**config.mk**
```make
export PLATFORM = sky130hd
export DESIGN_NAME = lce_cmd_top
export DESIGN_NICKNAME = d
export VERILOG_FILES = /design/src/rtl/lce_cmd_pkg.sv /design/src/rtl/readback_if.sv /design/src/rtl/lce_cmd_fsm.sv /design/src/rtl/lce_cmd_top.sv /design/src/rtl/lce_sync_counter.sv /design/src/rtl/readback_buf.sv
export SDC_FILE = /design/constraint.sdc
export NUM_CORES = 1
export LEC_CHECK = 0
export BUFFER_PORTS_ARGS = -buffer_cell sky130_fd_sc_hd__buf_2
export CAP_MARGIN = 25
export CELL_PAD_IN_SITES_DETAIL_PLACEMENT = 0
export CELL_PAD_IN_SITES_GLOBAL_PLACEMENT = 2
export CORE_UTILIZATION = 21
export CTS_CLUSTER_DIAMETER = 50
export DETAILED_ROUTE_END_ITERATION = 10
export HOLD_SLACK_MARGIN = 0.03
export PLACE_DENSITY_LB_ADDON = 0.15
export SYNTH_ARGS = -nofsm -noshare
export SYNTH_HDL_FRONTEND = slang
export SYNTH_HIERARCHICAL = 1
export SYNTH_SLANG_ARGS = --single-unit
```
**constraint.sdc**
```tcl
create_clock -name clk_i -period 2.5 [get_ports clk_i]
set_input_delay 0.125 -clock clk_i [delete_from_list [all_inputs] [get_ports clk_i]]
set_output_delay 0.125 -clock clk_i [all_outputs]
set_load 0.005 [all_outputs]
```
**src/rtl/lce_cmd_pkg.sv**
```systemverilog
/*
 * shared widths, vector typedefs and message enums for the LCE command engine
 * also holds the cache memory packet opcodes
 */
`default_nettype none

package lce_cmd_pkg;

  // address and cache geometry
  localparam int addr_width_c   = 16;
  localparam int sets_c         = 16;
  localparam int assoc_c        = 4;
  localparam int block_width_c  = 64;
  localparam int offset_width_c = 3;
  localparam int num_cce_c      = 2;

  // derived field widths
  localparam int lce_id_width_c = 2;
  localparam int index_width_c  = 4;
  localparam int way_width_c    = 2;
  localparam int tag_width_c    = 9;
  // wide enough for the set walk and the directory count
  localparam int cnt_width_c    = 5;

  typedef logic [addr_width_c-1:0]   addr_t;
  typedef logic [index_width_c-1:0]  index_t;
  typedef logic [way_width_c-1:0]    way_t;
  typedef logic [tag_width_c-1:0]    ptag_t;
  typedef logic [lce_id_width_c-1:0] lce_id_t;
  typedef logic [block_width_c-1:0]  block_t;
  typedef logic [assoc_c-1:0]        dirty_t;
  typedef logic [cnt_width_c-1:0]    cnt_t;

  typedef enum logic [1:0] {
    e_coh_i,
    e_coh_s,
    e_coh_e,
    e_coh_m
  } coh_state_e;

  // commands from the directory
  typedef enum logic [2:0] {
    e_cmd_sync,
    e_cmd_set_clear,
    e_cmd_inv,
    e_cmd_set_state,
    e_cmd_data,
    e_cmd_set_state_wakeup,
    e_cmd_writeback,
    e_cmd_uc_store_done
  } cmd_type_e;

  // responses back to the directory
  typedef enum logic [2:0] {
    e_resp_sync_ack,
    e_resp_inv_ack,
    e_resp_coh_ack,
    e_resp_wb,
    e_resp_null_wb
  } resp_type_e;

  typedef enum logic [1:0] {
    e_tag_set_clear,
    e_tag_set_state,
    e_tag_set_tag
  } tag_op_e;

  typedef enum logic [1:0] {
    e_stat_set_clear,
    e_stat_read,
    e_stat_clear_dirty
  } stat_op_e;

  typedef enum logic {
    e_data_read,
    e_data_write
  } data_op_e;

endpackage

`default_nettype wire

```
**src/rtl/readback_if.sv**
```systemverilog
/*
 * read-accept strobes and buffered memory read results
 */
`timescale 1ns/10ps
`default_nettype none

interface readback_if
  import lce_cmd_pkg::*;
  ();

  // one-cycle pulses when a read packet is accepted
  logic   data_rd_accept;
  logic   stat_rd_accept;

  block_t data_buf;
  logic   data_buf_v;
  dirty_t stat_buf;
  logic   stat_buf_v;

  modport fsm (output data_rd_accept, stat_rd_accept,
               input  data_buf, data_buf_v, stat_buf, stat_buf_v);

  modport buffer (input  data_rd_accept, stat_rd_accept,
                  output data_buf, data_buf_v, stat_buf, stat_buf_v);

endinterface

`default_nettype wire

```
**src/rtl/lce_cmd_fsm.sv**
```systemverilog
/*
 * LCE command FSM: clears the cache after reset, then decodes directory
 * commands into tag, status and data packets and directory responses
 */
`timescale 1ns/10ps
`default_nettype none

module lce_cmd_fsm
  import lce_cmd_pkg::*;
  (
  input  wire logic       clk_i,
  input  wire logic       reset_i,
  input  wire lce_id_t    lce_id_i,
  // inbound command, valid/yumi
  input  wire logic       cmd_v_i,
  input  wire cmd_type_e  cmd_type_i,
  input  wire addr_t      cmd_addr_i,
  input  wire lce_id_t    cmd_src_i,
  input  wire way_t       cmd_way_i,
  input  wire coh_state_e cmd_state_i,
  input  wire block_t     cmd_data_i,
  output logic            cmd_yumi_o,
  // response, ready/valid
  output logic            resp_v_o,
  output resp_type_e      resp_type_o,
  output addr_t           resp_addr_o,
  output lce_id_t         resp_dst_o,
  output lce_id_t         resp_src_o,
  output block_t          resp_data_o,
  input  wire logic       resp_ready_i,
  // cache memory packets, valid/yumi
  output logic            tag_v_o,
  output tag_op_e         tag_op_o,
  output index_t          tag_index_o,
  output way_t            tag_way_o,
  output coh_state_e      tag_state_o,
  output ptag_t           tag_tag_o,
  input  wire logic       tag_yumi_i,
  output logic            stat_v_o,
  output stat_op_e        stat_op_o,
  output index_t          stat_index_o,
  output way_t            stat_way_o,
  input  wire logic       stat_yumi_i,
  output logic            data_v_o,
  output data_op_e        data_op_o,
  output index_t          data_index_o,
  output way_t            data_way_o,
  output block_t          data_wdata_o,
  input  wire logic       data_yumi_i,
  // shared counter
  output logic            cnt_inc_o,
  output logic            cnt_clear_o,
  output logic            sync_done_set_o,
  input  wire cnt_t       cnt_i,
  readback_if.fsm         rb,
  output logic            ready_o,
  output logic            req_complete_o,
  output logic            uc_store_complete_o
  );

  typedef enum logic [2:0] {
    e_reset,
    e_clear,
    e_ready,
    e_coh_ack,
    e_wb,
    e_wb_dirty_rd,
    e_wb_dirty_send
  } state_e;

  state_e state_r, state_n;

  index_t cmd_index;
  ptag_t  cmd_tag;
  logic   tag_stat_yumi;
  logic   way_dirty;

  assign cmd_index     = cmd_addr_i[offset_width_c +: index_width_c];
  assign cmd_tag       = cmd_addr_i[addr_width_c-1 -: tag_width_c];
  assign tag_stat_yumi = tag_yumi_i & stat_yumi_i;
  assign way_dirty     = rb.stat_buf[cmd_way_i];

  // commands are taken only once the cache has been cleared
  assign ready_o = (state_r != e_reset) && (state_r != e_clear);

  assign rb.data_rd_accept = data_v_o & data_yumi_i & (data_op_o == e_data_read);
  assign rb.stat_rd_accept = stat_v_o & stat_yumi_i & (stat_op_o == e_stat_read);

  always_comb begin
    state_n = state_r;
    cmd_yumi_o = 1'b0;
    req_complete_o = 1'b0;
    uc_store_complete_o = 1'b0;
    cnt_inc_o = 1'b0;
    cnt_clear_o = 1'b0;
    sync_done_set_o = 1'b0;
    // response header always answers the current command
    resp_v_o = 1'b0;
    resp_type_o = e_resp_sync_ack;
    resp_addr_o = cmd_addr_i;
    resp_dst_o = cmd_src_i;
    resp_src_o = lce_id_i;
    resp_data_o = '0;
    tag_v_o = 1'b0;
    tag_op_o = e_tag_set_clear;
    tag_index_o = cmd_index;
    tag_way_o = cmd_way_i;
    tag_state_o = e_coh_i;
    tag_tag_o = '0;
    stat_v_o = 1'b0;
    stat_op_o = e_stat_set_clear;
    stat_index_o = cmd_index;
    stat_way_o = cmd_way_i;
    data_v_o = 1'b0;
    data_op_o = e_data_read;
    data_index_o = cmd_index;
    data_way_o = cmd_way_i;
    data_wdata_o = '0;

    unique case (state_r)
      e_reset: begin
        cnt_clear_o = 1'b1;
        state_n = e_clear;
      end

      // walk all sets, index taken from the shared counter
      e_clear: begin
        tag_v_o = 1'b1;
        tag_index_o = cnt_i[index_width_c-1:0];
        stat_v_o = 1'b1;
        stat_index_o = cnt_i[index_width_c-1:0];
        if (tag_stat_yumi && (cnt_i == cnt_t'(sets_c - 1))) begin
          cnt_clear_o = 1'b1;
          state_n = e_ready;
        end else begin
          cnt_inc_o = tag_stat_yumi;
        end
      end

      e_ready: begin
        if (cmd_v_i) begin
          unique case (cmd_type_i)
            e_cmd_sync: begin
              resp_v_o = resp_ready_i;
              cmd_yumi_o = resp_v_o;
              // last directory's sync finishes the count
              if (cnt_i == cnt_t'(num_cce_c - 1)) begin
                cnt_clear_o = resp_v_o;
                sync_done_set_o = resp_v_o;
              end else begin
                cnt_inc_o = resp_v_o;
              end
            end
            e_cmd_set_clear: begin
              tag_v_o = 1'b1;
              stat_v_o = 1'b1;
              cmd_yumi_o = tag_stat_yumi;
            end
            e_cmd_inv: begin
              tag_v_o = 1'b1;
              tag_op_o = e_tag_set_state;
              resp_type_o = e_resp_inv_ack;
              resp_v_o = tag_yumi_i & resp_ready_i;
              cmd_yumi_o = resp_v_o;
            end
            e_cmd_set_state: begin
              tag_v_o = 1'b1;
              tag_op_o = e_tag_set_state;
              tag_state_o = cmd_state_i;
              cmd_yumi_o = tag_yumi_i;
            end
            e_cmd_data: begin
              data_v_o = 1'b1;
              data_op_o = e_data_write;
              data_wdata_o = cmd_data_i;
              tag_v_o = 1'b1;
              tag_op_o = e_tag_set_tag;
              tag_state_o = cmd_state_i;
              tag_tag_o = cmd_tag;
              if (tag_yumi_i && data_yumi_i) begin
                state_n = e_coh_ack;
              end
            end
            e_cmd_set_state_wakeup: begin
              tag_v_o = 1'b1;
              tag_op_o = e_tag_set_state;
              tag_state_o = cmd_state_i;
              if (tag_yumi_i) begin
                state_n = e_coh_ack;
              end
            end
            e_cmd_writeback: begin
              // dirty bits come back through the read-back buffer
              stat_v_o = 1'b1;
              stat_op_o = e_stat_read;
              if (stat_yumi_i) begin
                state_n = e_wb;
              end
            end
            e_cmd_uc_store_done: begin
              cmd_yumi_o = 1'b1;
              uc_store_complete_o = 1'b1;
            end
            default: begin
              state_n = e_ready;
            end
          endcase
        end
      end

      e_coh_ack: begin
        resp_type_o = e_resp_coh_ack;
        resp_v_o = cmd_v_i & resp_ready_i;
        cmd_yumi_o = resp_v_o;
        req_complete_o = resp_v_o;
        if (resp_v_o) begin
          state_n = e_ready;
        end
      end

      // clean way answers right away with a null writeback
      e_wb: begin
        resp_type_o = e_resp_null_wb;
        resp_v_o = cmd_v_i & resp_ready_i & rb.stat_buf_v & ~way_dirty;
        cmd_yumi_o = resp_v_o;
        if (rb.stat_buf_v && way_dirty) begin
          state_n = e_wb_dirty_rd;
        end else if (resp_v_o) begin
          state_n = e_ready;
        end
      end

      e_wb_dirty_rd: begin
        data_v_o = 1'b1;
        stat_v_o = 1'b1;
        stat_op_o = e_stat_clear_dirty;
        if (data_yumi_i && stat_yumi_i) begin
          state_n = e_wb_dirty_send;
        end
      end

      e_wb_dirty_send: begin
        resp_type_o = e_resp_wb;
        resp_data_o = rb.data_buf;
        resp_v_o = cmd_v_i & resp_ready_i & rb.data_buf_v;
        cmd_yumi_o = resp_v_o;
        if (resp_v_o) begin
          state_n = e_ready;
        end
      end

      default: begin
        state_n = e_reset;
      end
    endcase
  end

  always_ff @(posedge clk_i) begin
    if (reset_i) begin
      state_r <= e_reset;
    end else begin
      state_r <= state_n;
    end
  end

  // a command is only dequeued while the directory presents it
  yumi_needs_valid_a: assert property (@(posedge clk_i) disable iff (reset_i)
    cmd_yumi_o |-> cmd_v_i);

  resp_needs_ready_a: assert property (@(posedge clk_i) disable iff (reset_i)
    resp_v_o |-> resp_ready_i);

endmodule

`default_nettype wire

```
**src/rtl/lce_cmd_top.sv**
```systemverilog
/*
 * LCE command engine top level: FSM, shared counter and read-back buffer
 */
`timescale 1ns/10ps
`default_nettype none

module lce_cmd_top
  import lce_cmd_pkg::*;
  (
  input  wire logic       clk_i,
  input  wire logic       reset_i,
  input  wire lce_id_t    lce_id_i,
  output logic            ready_o,
  output logic            sync_done_o,
  output logic            req_complete_o,
  output logic            uc_store_complete_o,
  // directory command
  input  wire logic       cmd_v_i,
  input  wire cmd_type_e  cmd_type_i,
  input  wire addr_t      cmd_addr_i,
  input  wire lce_id_t    cmd_src_i,
  input  wire way_t       cmd_way_i,
  input  wire coh_state_e cmd_state_i,
  input  wire block_t     cmd_data_i,
  output logic            cmd_yumi_o,
  // directory response
  output logic            resp_v_o,
  output resp_type_e      resp_type_o,
  output addr_t           resp_addr_o,
  output lce_id_t         resp_dst_o,
  output lce_id_t         resp_src_o,
  output block_t          resp_data_o,
  input  wire logic       resp_ready_i,
  // cache memories
  output logic            tag_v_o,
  output tag_op_e         tag_op_o,
  output index_t          tag_index_o,
  output way_t            tag_way_o,
  output coh_state_e      tag_state_o,
  output ptag_t           tag_tag_o,
  input  wire logic       tag_yumi_i,
  output logic            stat_v_o,
  output stat_op_e        stat_op_o,
  output index_t          stat_index_o,
  output way_t            stat_way_o,
  input  wire logic       stat_yumi_i,
  input  wire dirty_t     stat_dirty_i,
  output logic            data_v_o,
  output data_op_e        data_op_o,
  output index_t          data_index_o,
  output way_t            data_way_o,
  output block_t          data_wdata_o,
  input  wire logic       data_yumi_i,
  input  wire block_t     data_rdata_i
  );

  logic cnt_inc;
  logic cnt_clear;
  logic sync_done_set;
  cnt_t cnt;

  readback_if rb_if ();

  lce_cmd_fsm fsm (
    .clk_i, .reset_i, .lce_id_i,
    .cmd_v_i, .cmd_type_i, .cmd_addr_i, .cmd_src_i, .cmd_way_i, .cmd_state_i,
    .cmd_data_i, .cmd_yumi_o,
    .resp_v_o, .resp_type_o, .resp_addr_o, .resp_dst_o, .resp_src_o,
    .resp_data_o, .resp_ready_i,
    .tag_v_o, .tag_op_o, .tag_index_o, .tag_way_o, .tag_state_o, .tag_tag_o,
    .tag_yumi_i,
    .stat_v_o, .stat_op_o, .stat_index_o, .stat_way_o, .stat_yumi_i,
    .data_v_o, .data_op_o, .data_index_o, .data_way_o, .data_wdata_o,
    .data_yumi_i,
    .cnt_inc_o       (cnt_inc),
    .cnt_clear_o     (cnt_clear),
    .sync_done_set_o (sync_done_set),
    .cnt_i           (cnt),
    .rb              (rb_if),
    .ready_o, .req_complete_o, .uc_store_complete_o
  );

  lce_sync_counter counter (
    .clk_i, .reset_i,
    .cnt_inc_i       (cnt_inc),
    .cnt_clear_i     (cnt_clear),
    .sync_done_set_i (sync_done_set),
    .cnt_o           (cnt),
    .sync_done_o
  );

  readback_buf rdbuf (
    .clk_i, .reset_i, .data_rdata_i, .stat_dirty_i,
    .rb (rb_if)
  );

endmodule

`default_nettype wire

```
**src/rtl/lce_sync_counter.sv**
```systemverilog
/*
 * shared set-walk and sync counter, plus the sync-done flag
 */
`timescale 1ns/10ps
`default_nettype none

module lce_sync_counter
  import lce_cmd_pkg::*;
  (
  input  wire logic clk_i,
  input  wire logic reset_i,
  input  wire logic cnt_inc_i,
  input  wire logic cnt_clear_i,
  input  wire logic sync_done_set_i,
  output cnt_t      cnt_o,
  output logic      sync_done_o
  );

  always_ff @(posedge clk_i) begin
    if (reset_i || cnt_clear_i) begin
      cnt_o <= '0;
    end else if (cnt_inc_i) begin
      cnt_o <= cnt_o + cnt_t'(1);
    end
  end

  // stays set once every directory has been acked
  always_ff @(posedge clk_i) begin
    if (reset_i) begin
      sync_done_o <= 1'b0;
    end else if (sync_done_set_i) begin
      sync_done_o <= 1'b1;
    end
  end

  inc_clear_excl_a: assert property (@(posedge clk_i) disable iff (reset_i)
    !(cnt_inc_i && cnt_clear_i));

endmodule

`default_nettype wire

```
**src/rtl/readback_buf.sv**
```systemverilog
/*
 * capture registers for data and status read results with valid flags
 */
`timescale 1ns/10ps
`default_nettype none

module readback_buf
  import lce_cmd_pkg::*;
  (
  input  wire logic   clk_i,
  input  wire logic   reset_i,
  input  wire block_t data_rdata_i,
  input  wire dirty_t stat_dirty_i,
  readback_if.buffer  rb
  );

  // read data shows up one cycle after the accept
  logic data_cap_r;
  logic stat_cap_r;

  always_ff @(posedge clk_i) begin
    if (reset_i) begin
      data_cap_r    <= 1'b0;
      stat_cap_r    <= 1'b0;
      rb.data_buf_v <= 1'b0;
      rb.stat_buf_v <= 1'b0;
    end else begin
      data_cap_r    <= rb.data_rd_accept;
      stat_cap_r    <= rb.stat_rd_accept;
      // a new accept invalidates the old contents first
      rb.data_buf_v <= (rb.data_buf_v | data_cap_r) & ~rb.data_rd_accept;
      rb.stat_buf_v <= (rb.stat_buf_v | stat_cap_r) & ~rb.stat_rd_accept;
    end
  end

  always_ff @(posedge clk_i) begin
    if (data_cap_r) begin
      rb.data_buf <= data_rdata_i;
    end
    if (stat_cap_r) begin
      rb.stat_buf <= stat_dirty_i;
    end
  end

  // flag becomes visible two edges after the FSM's accept
  data_v_rise_a: assert property (@(posedge clk_i) disable iff (reset_i)
    $rose(rb.data_buf_v) |-> $past(rb.data_rd_accept, 2));

  stat_v_rise_a: assert property (@(posedge clk_i) disable iff (reset_i)
    $rose(rb.stat_buf_v) |-> $past(rb.stat_rd_accept, 2));

endmodule

`default_nettype wire

```
==> flow_summary.json, run 1 <==
{
  "synth_edf_count": 68,
  "ir_drop_v": 0.000331,
  "clock_latency_ns": 0.33,
  "fin_area_um2": 7190,
  "path_delay_family": "simple AND/OR/NAND/NOR gates",
  "crit_path_max_fanout": 76,
  "yosysTopAreaCell": "edfxtp_1",
  "yosys_register_bits": 81,
  "htreeDepth": 3,
  "holdPathStages": 2,
  "use_met2_pct": 26.7,
  "critPathMaxStageDelay_ns": 0.34,
  "ant_nets": 0,
  "wl_um": 15900,
  "cts_tree": "yes",
  "avgSynthCellArea_um2": 10.9,
  "use_met1_pct": 13.3,
  "rsz0062_at_grt": "no",
  "numClockSinks": 81,
  "crit_type": "reg2out",
  "cp-end-kind": "output pin",
  "dr.pass1.iters": 4,
  "port_buffers": 345,
  "path_depth": 7,
  "nFillCells": 2162,
  "syn_inst": 410,
  "skew_ns": 0.00613,
  "vias_per_cell": 4.03,
  "worst_pin_slew_ns": 0.401,
  "cts_buffers": 9,
  "cp_data_required_time_ns": 2.38,
  "drive_above_1_share_pct": 49.0,
  "grt_overflow_total": 0,
  "relSlewSlack_pct": 73.3,
  "final_max_slew_viol_count": 0,
  "first_global_vias": 4189,
  "fin_tns_setup_ns": 0,
  "crit_slowest_cell": "dfxtp_1",
  "timing.fmax_ghz": 0.457,
  "synth_seq_area_share_pct": 51.5,
  "powerDensity_nw_per_um2": 458,
  "grt_max_degree": 77,
  "synth_fp_nets": 577,
  "crit_buf_inv": 3,
  "status": "completed",
  "track_usage_pct": 13.8,
  "cp_cell_sequence": "buf_4, and3_1, nand3_1, nor3_4, buf_12, and2_1, buf_2",
  "worstPathArrival_ns": 2.06,
  "period_minus_slack_ns": 2.19,
  "start_kind": "register",
  "vias": 4284,
  "clk_pin_slew_ns": 0.06,
  "synthArstFlopShare_pct": 0,
  "yosys.area.top_type_share_pct": 45.7,
  "r2r_cells": 7,
  "synth_area_leaders": "edfxtp_1 46%, and2_1 20%, buf_4 6.0%",
  "dpl_cell_area_um2": 6220,
  "dieArea_um2": 21900,
  "die_h_um": 148,
  "coreArea_um2": 21000,
  "maxCapViolCount": 0,
  "die_width_um": 148,
  "ys.flop_type": "edfxtp_1",
  "cts_buffer_depth": 2,
  "cts_setup_buffers": 0,
  "cts-root-buf": "clkbuf_16",
  "syn2layout_area_growth_pct": 60.7,
  "power_leakage_uw": 0.00354,
  "drc": 0,
  "setup_viol": 0,
  "wl_per_cell_um": 14.9,
  "finalHoldViolCount": 0,
  "rows": 53,
  "top_usage_layer": "met2",
  "antenna_found_initial": 3,
  "start_util_pct": 21.3,
  "grt_pass1_wl_um": 22900,
  "pin_count": 360,
  "gp_congestion": 0.750,
  "synth_cell_types": 52,
  "min_period_over_period_pct": 87.5,
  "drt_iter0_drc": 107,
  "grtUsageMet3_pct": 4.44,
  "cts_resized": 0,
  "ys_warn_count": 6,
  "hold_path.class": "in2reg",
  "dp.final_hpwl_um": 12400,
  "syn-cell-area_um2": 4470,
  "layout.nets": 950
}
==> worst paths after layout <==
kind / from / to / slack [ns]
worst max-delay path: fsm/state_r[1] / data_wdata_o[38] / 0.31
worst min-delay path: reset_i / counter/sync_done_o / 0.15
worst min register to register: counter/sync_done_o / counter/sync_done_o / 0.47
worst max register to register: fsm/state_r[2] / counter/cnt_o[4] / 0.50
==> layout by cell type, fill, tap and decap left out, types with 3 or more instances in the layout <==
cell type,count
buf_2,345
and2_1,140
dlygate4sd3_1,68
edfxtp_1,68
nor2_1,18
dfxtp_1,12
clkbuf_16,9
a21oi_1,9
nand2_1,9
nand2b_1,7
nand3_1,7
o21ai_0,6
mux2_2,5
nor3_1,4
nand3b_1,4
buf_4,4
inv_1,4
and3_1,4
nor2b_1,4
nor3b_1,3
nand4_1,3
or2_2,3
o22ai_1,3
a21o_1,3
buf_12,3
==> worst reg2reg max path: cells and delay by family (launching register included) <==
kind | cells | cell delay (ns)
AND/OR/NAND/NOR | 4 | 0.65
flip-flops | 1 | 0.42
AO/OA/AOI/OAI | 1 | 0.34
multiplexers | 1 | 0.34
buffers and inverters | 1 | 0.14
==> area by class of cell <==
class | instances | area, um2 | share of cell area (%)
Tap cell | 275 | 344 | 4.79
Clock buffer | 9 | 225 | 3.13
Timing Repair Buffer | 420 | 2500 | 34.7
Inverter | 5 | 18.8 | 0.261
Clock inverter | 6 | 60.1 | 0.836
Antenna cell | 2 | 5.00 | 0.0696
Multi-Input combinational cell | 266 | 1730 | 24.1
Sequential cell | 81 | 2300 | 32.0
==> registers in the layout, indices dropped and copies added (netlist names) <==
signal / flops
rdbuf/rb.data_buf: 64
rdbuf/data_cap_r: 1
rdbuf/stat_cap_r: 1
rdbuf/rb.data_buf_v: 1
counter/sync_done_o: 1
rdbuf/rb.stat_buf_v: 1
rdbuf/rb.stat_buf: 4
counter/cnt_o: 5
fsm/state_r: 3
==> per-layer routing <==
| metal | part of all wire, % | vias to the layer above |
|---|---|---|
| li1 | - | 2108 |
| met1 | 35 | 1941 |
| met4 | 2.4 | 0 |
| met5 | 0 | - |
| met3 | 8.8 | 18 |
| met2 | 54 | 217 |
==> kinds of logic after synthesis <==
logic type | synth area share [%]
AND/OR/NAND/NOR | 29.9
flip-flops | 51.5
buffers and inverters | 9.93
AO/OA/AOI/OAI | 5.54
multiplexers | 2.49
XOR/XNOR | 0.392
adder cells (fa/ha/maj) | 0.280
==> Yosys cell counts, types with 4 or more instances <==
cell        n
buf_4      36
nor3_1      4
clkbuf_1    9
nor2_1     18
and3_1      4
a21oi_1     9
mux2_2      5
and2_1    140
buf_6       9
o21ai_0     6
inv_1       4
nand2_1     9
nor2b_1     4
nand2b_1    7
dfxtp_1    13
nand3b_1    4
buf_2       4
nand3_1     7
edfxtp_1   68
==> stage by stage <==
step           util [%]  power (uW)  setup WS, ns  hold WS (ns)  instances
2_1_floorplan         -        1760         0.387         0.187        410
3_3_place_gp       29.7        1960         0.570         0.250        979
3_5_place_dp       29.7        1960         0.526         0.250        979
4_1_cts            34.3        3360         0.275         0.139       1062
5_1_grt            34.3        3450         0.153         0.145       1064
6_report           34.3        3290         0.312         0.151       1064
==> power by group <==
part           internal [uW]  total (uW)  switching [uW]
sequential              1470        1480            10.6
combinational            301         527             226
clock                    762        1280             520
total                   2530        3290             757
==> what timing repair did <==
action / 4_1_cts / 5_1_grt
setup endpoints to repair: 0 / 0
hold endpoints to repair: 68 / 0
hold buffers: 68 / 0
(Power assumes the default switching activity.)
==> inputs of run 2 (changes only) <==
--- a/config.mk
+++ b/config.mk
@@ -5,10 +5,12 @@
 export SDC_FILE = /design/constraint.sdc
 export NUM_CORES = 1
 export LEC_CHECK = 0
+export ABC_AREA = 1
 export BUFFER_PORTS_ARGS = -buffer_cell sky130_fd_sc_hd__buf_2
 export CAP_MARGIN = 25
 export CELL_PAD_IN_SITES_DETAIL_PLACEMENT = 0
 export CELL_PAD_IN_SITES_GLOBAL_PLACEMENT = 2
+export CORE_MARGIN = 2
 export CORE_UTILIZATION = 21
 export CTS_CLUSTER_DIAMETER = 50
 export DETAILED_ROUTE_END_ITERATION = 10
==> run 2 against run 1 <==
Effect of this change:
- utilization decreased by 1.4 points
- cell count increased by 25%
- clock power increased by 6%
- global-route usage increased by 0.15 points
- die area increased by 18%
- combinational power increased by 130%
- via count increased by 13%
- synthesized area increased by 15%
- register-to-register slack improved by 0.15 ns
- sequential power increased by 6%
- maximum frequency decreased by 3.4%
- largest cell class unchanged
==> flow_summary.json, run 2 <==
{
  "reg2reg_to": "counter/cnt_o[4]",
  "dieArea_um2": 25800,
  "gp_congestion": 0.768,
  "synthArstFlopShare_pct": 0,
  "cts_setup_buffers": 0,
  "finalHoldViolCount": 0,
  "synth_fa_ha_area_share_pct": 0.243,
  "drt_iter0_drc": 191,
  "cp_data_required_time_ns": 2.38,
  "powerDensity_nw_per_um2": 519,
  "crit_type": "reg2out",
  "grt_overflow_total": 0,
  "power_leakage_uw": 0.00443,
  "grt_max_degree": 43,
  "synthMuxAreaShare_pct": 0,
  "avgSynthCellArea_um2": 8.38,
  "diodes": 0,
  "port_buffers": 345,
  "cp-end-kind": "output pin",
  "start_kind": "register",
  "rsz0062_at_grt": "no",
  "switching_share_pct": 32.1,
  "r2r_start": "fsm/state_r[1]",
  "largest_reg_flops": 64,
  "p_seq_share_pct": 38.0,
  "synth_xor_area_share_pct": 0,
  "synth_simple_gate_area_share_pct": 31.5,
  "hold_path.class": "in2reg",
  "dp.cells": 1242,
  "crit_path_max_fanout": 35,
  "p_sw_uw": 1330,
  "drc": 0,
  "coreArea_um2": 24200,
  "drive_above_1_share_pct": 44.4,
  "htreeDepth": 3,
  "synth_fp_nets": 782,
  "synth_top_family_by_area": "simple AND/OR/NAND/NOR gates",
  "setup_viol": 0,
  "worstPathArrival_ns": 2.14,
  "cts-root-buf": "clkbuf_16",
  "ir_drop_v": 0.000302,
  "first_global_vias": 4609,
  "p_int_uw": 2800,
  "synth.most_common_cell": "inv_1",
  "synthTopCellsByCount": "170 x inv_1, 126 x nor2_1, 68 x edfxtp_1",
  "vias_per_cell": 3.63,
  "worst_pin_slew_ns": 0.677,
  "syn2layout_area_growth_pct": 54.5,
  "min_period_over_period_pct": 90.6,
  "track_usage_pct": 14.0,
  "cts_buffers": 9,
  "rows": 57,
  "top_regs": "rdbuf/rb.data_buf: 64 flops, counter/cnt_o: 5 flops, rdbuf/rb.stat_buf: 4 flops",
  "post-route-util_pct": 32.9,
  "grt_pass1_wl_um": 27200,
  "power.share.clock_pct": 33.0,
  "wl_per_cell_um": 14.0,
  "layout.nets": 1164,
  "final_cell_mix": "345 x buf_2, 170 x inv_1, 126 x nor2_1, 68 x dlygate4sd3_1, 68 x edfxtp_1",
  "yosys.area.top_type_share_pct": 39.6,
  "final_common_cell": "buf_2",
  "top_register": "rdbuf/rb.data_buf",
  "yosysTopAreaCell": "edfxtp_1",
  "maxCapViolCount": 0,
  "ant_nets": 0,
  "antenna_found_initial": 0,
  "ys.flop_type": "edfxtp_1",
  "yosys_register_bits": 81,
  "r2r_cells": 12,
  "endpoint": "data_wdata_o[21]",
  "pin_count": 360,
  "dr.pass1.iters": 6,
  "skew_ns": 0.00654,
  "period_minus_slack_ns": 2.27,
  "synth_edf_count": 68,
  "die_h_um": 161,
  "start_util_pct": 21.3,
  "worst-r2r-setup-slack_ns": 0.65,
  "crit_path_start": "fsm/state_r[2]",
  "synth_seq_area_share_pct": 44.7,
  "synth_cell_types": 32,
  "dp.final_hpwl_um": 15400,
  "wl_um": 18600,
  "timing.fmax_ghz": 0.441,
  "relSlewSlack_pct": 54.9,
  "cts_tree": "yes",
  "synth_area_leaders": "edfxtp_1 40%, nor2_4 13%, inv_1 12%",
  "vias": 4820,
  "status": "completed",
  "final_max_slew_viol_count": 0,
  "ys_warn_count": 6,
  "clock_latency_ns": 0.34,
  "clk_pin_slew_ns": 0.07,
  "syn-cell-area_um2": 5150,
  "cts_buffer_depth": 2,
  "fin_cells": 1326,
  "numClockSinks": 81,
  "power_frac_comb_pct": 29.0,
  "synth_compound_area_share_pct": 2.31,
  "fin_tns_setup_ns": 0,
  "syn_inst": 615,
  "die_width_um": 161
}
## run 2: cell types whose count changed after synthesis, sizes merged, moves of 6 or more
| cell | previous run | this run |
|---|---|---|
| nor2 | 18 | 191 |
| inv | 5 | 175 |
| and2 | 140 | 0 |
| nand2 | 9 | 66 |
| nand3 | 7 | 21 |
| mux2 | 7 | 0 |
| nand2b | 7 | 0 |
| clkbuf | 9 | 3 |
## run 2: power by group through the flow
stage / sequential [uW] / combinational [uW] / clock [uW]
3_5_place_dp: 1600 / 1140 / 0
2_1_floorplan: 1590 / 686 / 0
5_1_grt: 1580 / 1350 / 1470
3_3_place_gp: 1600 / 1160 / 0
4_1_cts: 1570 / 1230 / 1420
6_report: 1570 / 1200 / 1360
## run 2: final cells by class
cell class	instances	area, um2
clock buffers	9	225
clock inverters	7	76.3
fillers	2648	16200
inverters	175	664
multi-input cells	308	1760
flip-flops and latches	81	2300
well taps	324	405
repair buffers	422	2520
## run 2: worst max-delay path, cell delays in order (launching register included)
cell and delay [ns]:
dfxtp_1 0.45, inv_2 0.11, nand2_4 0.12, nor2_8 0.06, inv_4 0.10, nor2_8 0.04
inv_6 0.40, buf_4 0.33, nor2_4 0.04, buf_2 0.12
## run 2: worst min-delay path by stage
stage | start | to | slack (ns) | cells past startpoint
detailed placement | lce_id_i[0] | resp_src_o[0] | 0.25 | 0
floorplan | reset_i | counter/sync_done_o | 0.20 | 1
finish | reset_i | rdbuf/data_cap_r | 0.05 | 2
global route | reset_i | rdbuf/data_cap_r | 0.06 | 2
CTS | reset_i | rdbuf/data_cap_r | 0.04 | 2
global placement | lce_id_i[0] | resp_src_o[0] | 0.25 | 0
## run 2: layer usage
| metal | vias to the layer above | global-route usage (%) | routed length [um] |
|---|---|---|---|
| li1 | 2529 | - | - |
| met1 | 2116 | 14.5 | 6720 |
| met2 | 150 | 27.5 | 10400 |
| met3 | 25 | 3.23 | 1050 |
| met4 | 0 | 4.38 | 435 |
| met5 | - | 0 | 0 |
## run 2: through the flow
stage	hold WS (ns)	cell area, um2	worst slack, ns	power, uW
2_1_floorplan	0.197	5150	0.387	2280
3_3_place_gp	0.250	6980	0.569	2760
3_5_place_dp	0.250	6980	0.556	2740
4_1_cts	0.0430	7960	0.174	4220
5_1_grt	0.0617	7960	0.0452	4400
6_report	0.0511	7960	0.235	4130
## run 2: what timing repair did
action	CTS	global route
resized for setup	0	0
setup endpoints to repair	0	0
hold buffers	68	0
hold endpoints to repair	68	0
## run 2: cell families (layout without fill, tap and decap cells)
kind of cell    count (synthesis)  count (layout)
simple gates                  287             287
buf+inv                       226             613
flops                          81              81
compound gates                 20              20
fa+ha+maj                       1               1
